--- config.mk ---
export PLATFORM = sky130hd
export DESIGN_NAME = hbm_pc_write
export DESIGN_NICKNAME = d
export VERILOG_FILES = /design/src/hw/axi3_pkg.sv /design/src/hw/hbm_pkg.sv /design/src/hw/hbm_pc_write.sv
export VERILOG_INCLUDE_DIRS = /design/src /design/src/hw
export SDC_FILE = /design/constraint.sdc
export NUM_CORES = 1
export LEC_CHECK = 0
export ABC_AREA = 1
export BUFFER_PORTS_ARGS = -buffer_cell sky130_fd_sc_hd__buf_2
export CAP_MARGIN = 15
export CORE_AREA = 2 2 219 221
export DETAILED_ROUTE_END_ITERATION = 16
export DIE_AREA = 0 0 221 223
export GPL_TIMING_DRIVEN = 0
export HOLD_SLACK_MARGIN = 0.08
export PLACE_DENSITY = 0.3
export SYNTH_ARGS = -nofsm -noshare
export SYNTH_HDL_FRONTEND = slang
export SYNTH_SLANG_ARGS = --single-unit
--- constraint.sdc ---
create_clock -name axi3_if -period 2.9 [get_ports axi3_if]
set_input_delay 0.435 -clock axi3_if [delete_from_list [all_inputs] [get_ports axi3_if]]
set_output_delay 0.435 -clock axi3_if [all_outputs]
set_load 0.1 [all_outputs]
--- src/hw/hbm_cfg.svh ---
`ifndef HBM_CFG_SVH
`define HBM_CFG_SVH

// Number of pseudo-channels in the stack
`define HBM_PSEUDO_CHANNELS 4

// AXI3 address and ID widths
`define HBM_ADDR_WIDTH 33
`define HBM_ID_WIDTH 6

// Bytes per data beat
`define HBM_BEAT_BYTES 32

// Words held by each pseudo-channel memory
`define HBM_PC_WORDS 64

`endif

--- src/hw/axi3_pkg.sv ---
`include "hbm_cfg.svh"

package axi3_pkg;

    typedef enum logic [1:0] {
        OKAY   = 2'b00,
        SLVERR = 2'b10
    } axi3_resp_e;

    // Write address channel
    typedef struct packed {
        logic                         valid;
        logic [`HBM_ID_WIDTH-1:0]     id;
        logic [`HBM_ADDR_WIDTH-1:0]   addr;
    } axi3_aw_t;

    // Read address has the same layout
    typedef axi3_aw_t axi3_ar_t;

    typedef struct packed {
        logic                         valid;
        logic                         last;
        logic [`HBM_BEAT_BYTES*8-1:0] data;
    } axi3_w_t;

    typedef struct packed {
        logic                         valid;
        logic [`HBM_ID_WIDTH-1:0]     id;
        axi3_resp_e                   resp;
    } axi3_b_t;

    typedef struct packed {
        logic                         valid;
        logic                         last;
        logic [`HBM_ID_WIDTH-1:0]     id;
        axi3_resp_e                   resp;
        logic [`HBM_BEAT_BYTES*8-1:0] data;
    } axi3_r_t;

endpackage

--- src/hw/hbm_pkg.sv ---
`include "hbm_cfg.svh"

package hbm_pkg;

    localparam int hbm_index_bits  = $clog2(`HBM_PC_WORDS);
    localparam int hbm_offset_bits = $clog2(`HBM_BEAT_BYTES);
    localparam int hbm_upper_bits  = `HBM_ADDR_WIDTH - hbm_index_bits - hbm_offset_bits;

    // One beat as 32 bytes
    typedef logic [`HBM_BEAT_BYTES-1:0][7:0] hbm_word_t;

    typedef logic [hbm_index_bits-1:0] hbm_index_t;

    typedef struct packed {
        logic [hbm_upper_bits-1:0]  upper;
        hbm_index_t                 index;
        logic [hbm_offset_bits-1:0] offset;
    } hbm_addr_fields_t;

    // Same address bits seen flat or split into fields
    typedef union packed {
        logic [`HBM_ADDR_WIDTH-1:0] flat;
        hbm_addr_fields_t           fields;
    } hbm_addr_u;

endpackage

--- src/hw/hbm_pc_write.sv ---
`timescale 1ns/1ns
`include "hbm_cfg.svh"

module hbm_pc_write (
    input  logic                axi3_if,
    input  logic                rst,
    input  axi3_pkg::axi3_aw_t  aw,
    input  axi3_pkg::axi3_w_t   w,
    output axi3_pkg::axi3_b_t   b,
    output logic                wr_en,
    output hbm_pkg::hbm_index_t wr_index,
    output hbm_pkg::hbm_word_t  wr_data
);

    import axi3_pkg::*;
    import hbm_pkg::*;

    hbm_addr_u                addr_reg;
    logic [`HBM_ID_WIDTH-1:0] id_reg;
    hbm_addr_u                cur_addr;
    logic [`HBM_ID_WIDTH-1:0] cur_id;
    hbm_index_t               base_index;

    logic                     b_valid;
    logic [`HBM_ID_WIDTH-1:0] b_id;

    // Hold the burst address for beats that come later
    always_ff @(posedge axi3_if) begin
        if (aw.valid) begin
            addr_reg.flat <= aw.addr;
            id_reg        <= aw.id;
        end
    end

    // Bypass when address and data arrive together
    assign cur_addr.flat = aw.valid ? aw.addr : addr_reg.flat;
    assign cur_id        = aw.valid ? aw.id : id_reg;
    assign base_index    = cur_addr.fields.index;

    // Second beat lands one word up
    assign wr_en    = w.valid;
    assign wr_index = w.last ? base_index + 1'b1 : base_index;
    assign wr_data  = w.data;

    always_ff @(posedge axi3_if) begin
        if (rst) begin
            b_valid <= 1'b0;
        end else begin
            b_valid <= w.valid && w.last;
        end
    end

    always_ff @(posedge axi3_if) begin
        if (w.valid && w.last) begin
            b_id <= cur_id;
        end
    end

    // Always OKAY
    assign b = '{valid: b_valid, id: b_id, resp: OKAY};

endmodule

# Word-level counts from Yosys, hierarchy flattened
# Cells that the tools add are included.
[word_totals]
regBits = 24
inputBits = 300
out_inout_bits = 272
word_cells = 10
[op_classes]
addsub = 1
muxes = 3
reduce_logical = 1
[op_table]
columns = ["cell", "count"]
rows = [
  ["2-to-1 mux 6 bit", 2],
  ["2-to-1 mux 11 bit", 1],
  ["adder 6 x 1 -> 6 bit, second input constant", 1],
  ["logical AND 1 bit", 1],
]

# Longest topological paths before layout
[depth]
word_depth = 3
depth_mapped = 10
ltp_nobuf = 10

# Worst setup path after synthesis
# Ideal clock, no wire load.
[synth_path]
kind = "input-to-output"
from = "input aw[39] in the netlist's numbering"
to = "output wr_index[1]"
arrival_ps = 2566
required_ps = 2465
slack_ps = -101
stages = 7
n_path_buf = 0
cell_sequence = "inv_2 -> nand2_1 -> nand2_1 -> inv_1 -> ha_1 -> nor2_1 -> a31oi_1"
[synth_rtl]
columns = ["item", "line_no", "source"]
rows = [
  ["start, declared", "hbm_pc_write.sv:7", "input axi3_pkg::axi3_aw_t aw,"],
  ["end, declared", "hbm_pc_write.sv:11", "output hbm_pkg::hbm_index_t wr_index,"],
]

==> impl_metrics.json <==
{
  "status": "complete, no violations",
  "wl_microns": 12130,
  "grt_setup_unrepaired": "no",
  "synth_ff_type": "dfxtp_1",
  "gr-total-overflow": 0,
  "postRouteAntennaNets": 0,
  "first_pass_iters": 4,
  "crit_type": "input port to primary output",
  "cts_resized": 0,
  "io_pins": 572,
  "clockBufferDepth": 2,
  "syn2layout_area_growth_pct": 84.60,
  "floorplan.die_area_sq_mm": 0.04928,
  "grt_pass1_wl_microns": 15790,
  "synth_edf_count": 6,
  "yosys.area.top_type": "buf_4",
  "die_x_microns": 221,
  "swShare": 0.6766,
  "clk-insertion-delay-late_ns": 0.25,
  "viasPerCell": 2.236,
  "layout-drive-gt1-share": 0.8645,
  "critPathMaxStageDelay_ns": 0.45,
  "grt_antenna_before_repair": 0,
  "drc_errors": 0,
  "switchingPower_mw": 1.794,
  "cap_violations": 0,
  "synth_cells": 351,
  "power.share.clock": 0.109,
  "worstPathMaxFanout": 10,
  "ys_seq_area_frac": 0.1627,
  "fmax_ghz": 0.3967,
  "synth_most_common_cell": "buf_4",
  "ys_types": 17,
  "hold_viol": 0,
  "worstHoldPathType": "input port to flop",
  "cts.reportedPaths.clkPinSlew_ns": 0.06,
  "synth.area.top_cells": "buf_4 (72%), dfxtp_1 (9.6%), edfxtp_1 (6.7%)",
  "vias": 2811,
  "async_flop_share": 0,
  "tns_ns": 0,
  "clkSinkCount": 19,
  "critPathRequiredTime_ns": 2.47,
  "wl_met3_microns": 1255,
  "grt_pass1_vias": 2591,
  "syn_area_sq_mm": 0.002706,
  "core_area_sq_mm": 0.04715,
  "n_antenna_cell": 0,
  "holdBufCountCts": 0,
  "synth_top_cell_area_share": 0.7212,
  "cts_setup_buffers": 0,
  "power_frac_seq": 0.113,
  "cellLeakagePower_nw": 2.809,
  "p_int_mw": 0.8578,
  "fin_crit_sh": 0.8693,
  "cts_root_buf": "clkbuf_16",
  "nets": 944,
  "critPathMostFrequentCell": "nand2_1",
  "relSlewSlack": 0.6098,
  "post_drt_wl_per_cell_microns": 9.651,
  "htreeDepth": 1,
  "wl_met2_microns": 6483,
  "synthTopCellsByCount": "buf_4 (260), nand2_1 (40), dfxtp_1 (13)",
  "pwr-share-comb": 0.778,
  "worstPathArrival_ns": 2.09,
  "rows": 80,
  "gr-usage-all-layers": 0.04193,
  "drt-initial-drc-count": 78,
  "cts_tree": "done",
  "met1Wirelength_microns": 4149,
  "fin_skew_ns": 0.0002211,
  "ys_warn_count": 0,
  "cp_cell_sequence": "buf_2 -> inv_2 -> nand2_1 -> nand2_1 -> inv_1 -> ha_1 -> nand2_1 -> inv_1 -> nand2_1 -> o21ai_0 -> nand2_1 -> buf_2",
  "ys_ff_latch": 19,
  "period_minus_slack_ns": 2.521,
  "tightestPinTransition_ns": 0.5893,
  "start_util": 0.05740,
  "power_density_mw_per_mm2": 530.9,
  "dr.max_layer_used": "met4",
  "crit_slowest_cell": "buf_2",
  "vdd.ir_drop.worst_mv": 0.2090,
  "slew_viol_final": 0,
  "io_buffers": 286,
  "end_kind": "primary output",
  "finalPower_mw": 2.652,
  "grt_max_degree": 11,
  "setup_viol": 0,
  "cts_inserted_buffers": 3,
  "die_h_microns": 223,
  "start_kind": "input port",
  "avgSynthCellArea_sq_um": 7.710,
  "routabilityCongestion": 0.7718
}
-- per-layer routing --
layer | global-route usage | up-vias
li1 | - | 1376
met5 | 0 | -
met2 | 0.07974 | 253
met4 | 0.01169 | 0
met3 | 0.01054 | 8
met1 | 0.04560 | 1174
-- critical path, delay by kind of cell --
kind,cells,cell delay [ns]
buffers and inverters,5,0.89
AND/OR/NAND/NOR,5,0.45
adder cells (fa/ha/maj),1,0.19
AO/OA/AOI/OAI,1,0.08
-- metrics by stage --
step | hold slack, ns | area, sq um | worst slack, ns | util | std cells
after floorplan | 0.4117 | 2716 | 0.3412 | - | 352
after global placement | 0.4311 | 4917 | 0.3022 | 0.1043 | 1253
after detailed placement | 0.4340 | 4917 | 0.3201 | 0.1043 | 1253
after CTS | 0.3325 | 4996 | 0.3085 | 0.1060 | 1257
after global routing | 0.3347 | 4996 | 0.1710 | 0.1060 | 1257
final | 0.3338 | 4996 | 0.3792 | 0.1060 | 1257
-- layout make-up --
class / instances / area, sq um
Clock buffer: 4 / 78.83
Fill cell: 5480 / 42150
Multi-Input combinational cell: 59 / 264.0
Sequential cell: 19 / 440.4
Buffer: 261 / 1963
Inverter: 13 / 48.80
Tap cell: 615 / 769.5
Timing Repair Buffer: 286 / 1431
-- cell families (layout without fill, tap and decap cells) --
logic type               after synthesis  after routing  share of synthesized area
other                                  1              2                   0.001386
XOR/XNOR                               1              1                   0.003237
AND/OR/NAND/NOR                       49             49                    0.07305
adder cells (fa/ha/maj)                1              1                   0.004622
AO/OA/AOI/OAI                          6              6                    0.01156
buffers and inverters                274            564                     0.7434
flip-flops                            19             19                     0.1627
-- power by group through the flow --
stage | Sequential [mW] | Combinational [mW] | Clock [mW]
2_1_floorplan | 0.337 | 1.81 | 0
3_3_place_gp | 0.306 | 2.08 | 0
3_5_place_dp | 0.307 | 2.07 | 0
4_1_cts | 0.301 | 2.08 | 0.297
5_1_grt | 0.302 | 2.11 | 0.306
6_report | 0.301 | 2.06 | 0.288
-- placed cells by master, fill, tap and decap left out, drive strengths merged --
cell and n:
dfxtp 13, inv 13, ha 1, conb 2
nor2 4, o21ai 5, or2 1, a31oi 1
nand2 40, buf 547, edfxtp 6, xor2 1
nand3 3, nand4 1, clkbuf 4
-- worst paths after layout --
check              start          end  slack (ns)  cells past startpoint
max               aw[39]  wr_index[4]        0.38                     12
min                  rst      b_valid        0.33                      2
max reg2reg  addr_reg[8]  addr_reg[8]        2.00                      2
min reg2reg    id_reg[1]    id_reg[1]        0.45                      2
No activity file was read; power rests on OpenSTA's default activity.
