## src/hw/hbm_cfg.svh

```systemverilog
`ifndef HBM_CFG_SVH
`define HBM_CFG_SVH

// Number of pseudo-channels in the stack
`define HBM_PSEUDO_CHANNELS 4

// AXI3 address and ID widths
`define HBM_ADDR_WIDTH 33
`define HBM_ID_WIDTH 6

// Bytes per data beat
`define HBM_BEAT_BYTES 32

// Words held by each pseudo-channel memory
`define HBM_PC_WORDS 64

`endif

```

## src/hw/axi3_pkg.sv

```systemverilog
`include "hbm_cfg.svh"

package axi3_pkg;

    typedef enum logic [1:0] {
        OKAY   = 2'b00,
        SLVERR = 2'b10
    } axi3_resp_e;

    // Write address channel
    typedef struct packed {
        logic                         valid;
        logic [`HBM_ID_WIDTH-1:0]     id;
        logic [`HBM_ADDR_WIDTH-1:0]   addr;
    } axi3_aw_t;

    // Read address has the same layout
    typedef axi3_aw_t axi3_ar_t;

    typedef struct packed {
        logic                         valid;
        logic                         last;
        logic [`HBM_BEAT_BYTES*8-1:0] data;
    } axi3_w_t;

    typedef struct packed {
        logic                         valid;
        logic [`HBM_ID_WIDTH-1:0]     id;
        axi3_resp_e                   resp;
    } axi3_b_t;

    typedef struct packed {
        logic                         valid;
        logic                         last;
        logic [`HBM_ID_WIDTH-1:0]     id;
        axi3_resp_e                   resp;
        logic [`HBM_BEAT_BYTES*8-1:0] data;
    } axi3_r_t;

endpackage

```

## src/hw/hbm_pkg.sv

```systemverilog
`include "hbm_cfg.svh"

package hbm_pkg;

    localparam int hbm_index_bits  = $clog2(`HBM_PC_WORDS);
    localparam int hbm_offset_bits = $clog2(`HBM_BEAT_BYTES);
    localparam int hbm_upper_bits  = `HBM_ADDR_WIDTH - hbm_index_bits - hbm_offset_bits;

    // One beat as 32 bytes
    typedef logic [`HBM_BEAT_BYTES-1:0][7:0] hbm_word_t;

    typedef logic [hbm_index_bits-1:0] hbm_index_t;

    typedef struct packed {
        logic [hbm_upper_bits-1:0]  upper;
        hbm_index_t                 index;
        logic [hbm_offset_bits-1:0] offset;
    } hbm_addr_fields_t;

    // Same address bits seen flat or split into fields
    typedef union packed {
        logic [`HBM_ADDR_WIDTH-1:0] flat;
        hbm_addr_fields_t           fields;
    } hbm_addr_u;

endpackage

```

## src/hw/hbm_pc_read.sv

```systemverilog
`timescale 1ns/1ns
`include "hbm_cfg.svh"

module hbm_pc_read (
    input  logic                axi3_if,
    input  logic                rst,
    input  axi3_pkg::axi3_ar_t  ar,
    output axi3_pkg::axi3_r_t   r,
    output logic                rd_en,
    output hbm_pkg::hbm_index_t rd_index,
    input  hbm_pkg::hbm_word_t  rd_data
);

    import axi3_pkg::*;
    import hbm_pkg::*;

    hbm_addr_u                ar_addr;
    hbm_index_t               next_index;
    logic [`HBM_ID_WIDTH-1:0] id_reg;
    logic                     second_pending;

    // Issue stage, lined up with the memory read
    logic                     issue_valid;
    logic                     issue_last;
    logic [`HBM_ID_WIDTH-1:0] issue_id;

    // Beat stage, lined up with rd_data
    logic                     r_valid;
    logic                     r_last;
    logic [`HBM_ID_WIDTH-1:0] r_id;

    assign ar_addr.flat = ar.addr;

    always_ff @(posedge axi3_if) begin
        if (rst) begin
            second_pending <= 1'b0;
        end else begin
            second_pending <= ar.valid;
        end
    end

    always_ff @(posedge axi3_if) begin
        if (ar.valid) begin
            next_index <= ar_addr.fields.index + 1'b1;
            id_reg     <= ar.id;
        end
    end

    // New burst wins over a pending second read
    assign issue_valid = ar.valid || second_pending;
    assign issue_last  = second_pending && !ar.valid;
    assign issue_id    = ar.valid ? ar.id : id_reg;

    assign rd_en    = issue_valid;
    assign rd_index = ar.valid ? ar_addr.fields.index : next_index;

    always_ff @(posedge axi3_if) begin
        if (rst) begin
            r_valid <= 1'b0;
            r_last  <= 1'b0;
        end else begin
            r_valid <= issue_valid;
            r_last  <= issue_last;
        end
    end

    always_ff @(posedge axi3_if) begin
        if (issue_valid) begin
            r_id <= issue_id;
        end
    end

    assign r = '{
        valid: r_valid,
        last:  r_last,
        id:    r_id,
        resp:  OKAY,
        data:  rd_data
    };

endmodule

```

## config.mk

```make
export PLATFORM = sky130hd
export DESIGN_NAME = hbm_pc_read
export DESIGN_NICKNAME = d
export VERILOG_FILES = /design/src/hw/axi3_pkg.sv /design/src/hw/hbm_pkg.sv /design/src/hw/hbm_pc_read.sv
export VERILOG_INCLUDE_DIRS = /design/src /design/src/hw
export SDC_FILE = /design/constraint.sdc
export NUM_CORES = 1
export LEC_CHECK = 0
export ABC_AREA = 1
export BUFFER_PORTS_ARGS = -buffer_cell sky130_fd_sc_hd__clkbuf_2
export CORE_AREA = 2 2 224 226
export DETAILED_ROUTE_END_ITERATION = 6
export DIE_AREA = 0 0 226 228
export GPL_TIMING_DRIVEN = 0
export REMOVE_ABC_BUFFERS = 1
export SYNTH_ARGS = -nofsm -noshare
export SYNTH_HDL_FRONTEND = slang
export SYNTH_SLANG_ARGS = --single-unit
```

## constraint.sdc

```tcl
create_clock -name axi3_if -period 0.9 [get_ports axi3_if]
set_input_delay 0.09 -clock axi3_if [delete_from_list [all_inputs] [get_ports axi3_if]]
set_output_delay 0.09 -clock axi3_if [all_outputs]
set_load 0.05 [all_outputs]
```

Yosys cells after proc, flatten, opt, wreduce, memory -nomap -nowiden
Cells that the tools add are included.
- output and inout bits: 273
- input bits: 298
- flip-flop bits (word level): 21
- word-level logic and storage cells: 12
- add/sub/neg operators: 1
- mux-type cells: 2
- reductions and logical operators: 3
- operators with widths (operator ; number):
    $mux W6 ; 2
    $add A6 B1 Y6 const B ; 1
    $logic_and A1 B1 Y1 ; 1
    $logic_not A1 Y1 ; 1
    $logic_or A1 B1 Y1 ; 1

Logic depth before layout (Yosys ltp)
- word-level depth: 2
- mapped depth: 4
- mapped depth without buffers: 4

Worst setup path after synthesis
OpenSTA, ideal clock, no wires.
- path kind: input to output
- start point: in ar[9] (netlist name)
- end point: out rd_index[4]
- path slack: -431 ps
- buffers on the path: 0
- data required time: 810 ps
- data arrival time: 1241 ps
- stages: 2
- cells stage by stage: inv_1 > o21ai_0
- word-level cells in the longest chain between the ends: 1
- ends and longest elaborated chain (what ; RTL line ; text):
    start, declared ; hbm_pc_read.sv:7 ; input axi3_pkg::axi3_ar_t ar,
    $mux W6 ; hbm_pc_read.sv:55 ; assign rd_index = ar.valid ? ar_addr.fields.index : next_index;
    end, declared ; hbm_pc_read.sv:10 ; output hbm_pkg::hbm_index_t rd_index,
No other way between the ends.

Final worst setup path
- start point: reg second_pending
- end point: out rd_en
- word-level cells in the longest chain between the ends: 1
- ends and longest elaborated chain (what ; RTL line ; text):
    start, declared ; hbm_pc_read.sv:20 ; logic second_pending;
    start signal, assigned ; hbm_pc_read.sv:38 ; second_pending <= ar.valid;
    $logic_or A1 B1 Y1 ; hbm_pc_read.sv:50 ; assign issue_valid = ar.valid || second_pending;
    end, declared ; hbm_pc_read.sv:9 ; output logic rd_en,
No other way between the ends.

==> summary.txt <==
Timing
  – Fin. max-slew vios: 0
  – Final Hold Fails: 0
  – RSZ-0062 raised after global routing: true
  – Final period demand of the worst path: 1.08 ns
  – Fin crit share: 120%
  – Setup_tns: -1.72 ns
  – Final worst slack: -0.182 ns
  – Clock Skews: 0.0102 ns
  – Max Clock Freq: 0.924 GHz
  – Final count of negative-setup-slack endpoints: 19

Floorplanning
  – Die X: 226 µm
  – Die span in y: 228 µm
  – Ports: 571
  – Initial Utilization: 5.61%
  – Die ar.: 51500 µm²
  – Standard-cell rows: 82
  – Core Box Area: 49300 µm²

Drt
  – Total wire length: around 77000 µm
  – Drt pass-1 iters: 4
  – Via density: 2.31
  – Initial DRC Count: 258
  – Remaining antenna violation count after routing: 0
  – DR WL/cell: 97.9 µm
  – Post-route DRC: 0
  – Vias: 1824

Clock network
  – Clock root buffer: clkbuf_16
  – CTS Buffer Depth: 2
  – Total CTS buffers: 3
  – Clock Pin Slew Worst Setup and Hold Paths: 0.08 ns
  – Clock Sinks: 21
  – H-tree levels: 1
  – Clock latency on the worst-skew pair: between 0.2 and 0.3 ns
  – CTS tree: built

Placed design
  – Pre-CTS setup slack: -1.27 ns
  – GPL Wtd Cong: 1.35
  – HPWL Detailed: approximately 75000 µm
  – IO buf count: 29

Hold path
  – WHS Endpoint: id_reg[4]
  – Hold Crit Class: in -> reg
  – Cells on Worst Hold Path: 3
  – Min-delay src: ar[37]

Pwr
  – Net switching power: 0.987 mW
  – Switching Fraction: 33.7%
  – Combinational fraction of design power: 22.1%
  – IR drop worst, VDD: between 600 and 700 µV
  – Reg power frac: 38.8%
  – Leakage Power: 0.604 nW
  – Int Power: 1.95 mW
  – Clock power share: slightly below 40%
  – PwrDens: 1400 nW/µm²

Global routing
  – GRT Total Usage: 29.3%
  – Grt ovf: 0
  – Number of global-route vias before repair: 1438
  – Initial antenna violation count: 1
  – Pin count of the biggest net entering global routing: 19
  – First-pass GRT wire length: between 80000 and 90000 µm

Final layout
  – Fillcell total: 5847
  – Final net count: 415
  – Leading cell types in the layout, fill and taps excluded: 30 x nand2_1, 13 x clkbuf_2, 12 x edfxtp_1
  – Proportion of layout cells with a drive suffix above 1: 41.7%
  – Commonest non-fill, non-tap cell in the layout: nand2_1
  – Area growth syn-to-layout: -24.1%

Job
  – Max-cap viol count: 0

Logic synthesis
  – Syn Area/Cell: 8.14 µm²
  – Cells after synthesis: 340
  – Synthesis warning total: 0
  – Netlist cell types: 17
  – Synth Cell Area: 2770 µm²
  – #FFs+latches synth: 21
  – Sequential fraction of the synthesis area: between 10% and 20%

Worst setup path
  – Crit Reg-Reg Startpoint: second_pending
  – Cells on worst reg2reg path: 3
  – Setup CP Type: reg -> out
  – Worst setup EP type: primary output
  – CP arrival: about 1 ns
  – R2r setup slk: -0.06 ns
  – Max Fanout on Critical Path: 2
  – RR Endpoint: r_id[1]
  – CP required: 0.81 ns
  – Worst Setup Start Kind: flip-flop

Outcome
  – Failing checks: negative setup slack
  – Outcome: complete, but fails checks
[per-stage QoR]
stage	hold WS, ns	std cells	cell area [µm²]	utilization (%)	total power, mW
detailed placement	0.187	780	1790	3.62	1.63
CTS	0.0110	788	2080	4.22	2.99
global route	0.0159	787	2100	4.25	3.07
finish	0.0161	788	2100	4.25	2.93
global placement	0.187	780	1790	3.62	1.62
floorplan	0.152	79	801	-	1.46
[cells in the mapped netlist, drive strengths merged]
cell type / n / area [µm²]
a21oi: 1 / 8.76
buf: 262 / 1970
conb: 1 / 3.75
dfxtp: 9 / 180
edfxtp: 12 / 360
ha: 1 / 12.5
inv: 6 / 22.5
nand2: 34 / 128
nand3: 4 / 20.0
nor2: 2 / 7.51
nor3: 1 / 5.00
o21ai: 3 / 15.0
o21bai: 1 / 7.51
xnor2: 1 / 8.76
xor2: 2 / 17.5
[logic make-up (layout without fill, tap and decap cells)]
kind of cell	Yosys count	after routing	share of synthesized area, %
other	1	3	0.135
xor gates and xnor gates	3	3	0.950
AOI/OAI and AO/OA	5	5	1.13
DFF	21	21	19.5
and+or+nand+nor	41	41	5.79
adders and majority gates	1	1	0.452
buffers and inverters	268	42	72.0
[area by class of cell]
class	instances	area [µm²]	share of cell area (%)
diodes	1	2.50	0.119
flip-flops and latches	21	544	25.9
well taps	672	841	40.0
clock inverters	1	5.00	0.238
repair buffers	32	340	16.2
clock buffers	3	75.1	3.58
multi-input cells	52	264	12.6
inverters	6	27.5	1.31
[timing repair]
| action | CTS | global route |
|---|---|---|
| hold buffers | 1 | 0 |
| hold endpoints to repair | 3 | 0 |
| gates cloned | 0 | 0 |
| gates resized for setup | 48 | 16 |
| buffers inserted | 3 | 0 |
| endpoints found under the setup margin | 35 | 21 |
[worst max-delay path, stage by stage (launching register included)]
cell and delay, ns:
dfxtp_2 0.32, inv_2 0.06, nand2_4 0.10, clkbuf_16 0.21
[worst max path at each step]
stage / start / end / slack (ns) / depth (start not counted)
finish: second_pending / rd_en / -0.18 / 3
global route: next_index[4] / rd_index[4] / -0.24 / 3
CTS: next_index[4] / rd_index[4] / -0.20 / 3
detailed placement: ar[39] / rd_en / -1.27 / 4
global placement: ar[39] / rd_en / -1.25 / 4
floorplan: ar[39] / rd_index[0] / -0.47 / 2
[metal layers]
layer  wire [µm]  vias up  part of all wire [%]  track usage [%]
met1        3720      549                   4.8             2.88
met4        8340       36                    11             24.5
met2       40500      792                    53             54.9
met5        1480        -                   1.9             22.0
met3       23100      122                    30             42.6
li1            -      325                     -                -
[power by group through the flow]
| stage | Sequential [mW] | Combinational, mW | Clock (mW) |
|---|---|---|---|
| after floorplan | 1.25 | 0.209 | 0 |
| after global placement | 1.15 | 0.474 | 0 |
| after detailed placement | 1.15 | 0.480 | 0 |
| after CTS | 1.14 | 0.627 | 1.22 |
| after global routing | 1.15 | 0.682 | 1.25 |
| final | 1.14 | 0.647 | 1.15 |
No activity file was read; power rests on OpenSTA's default activity.
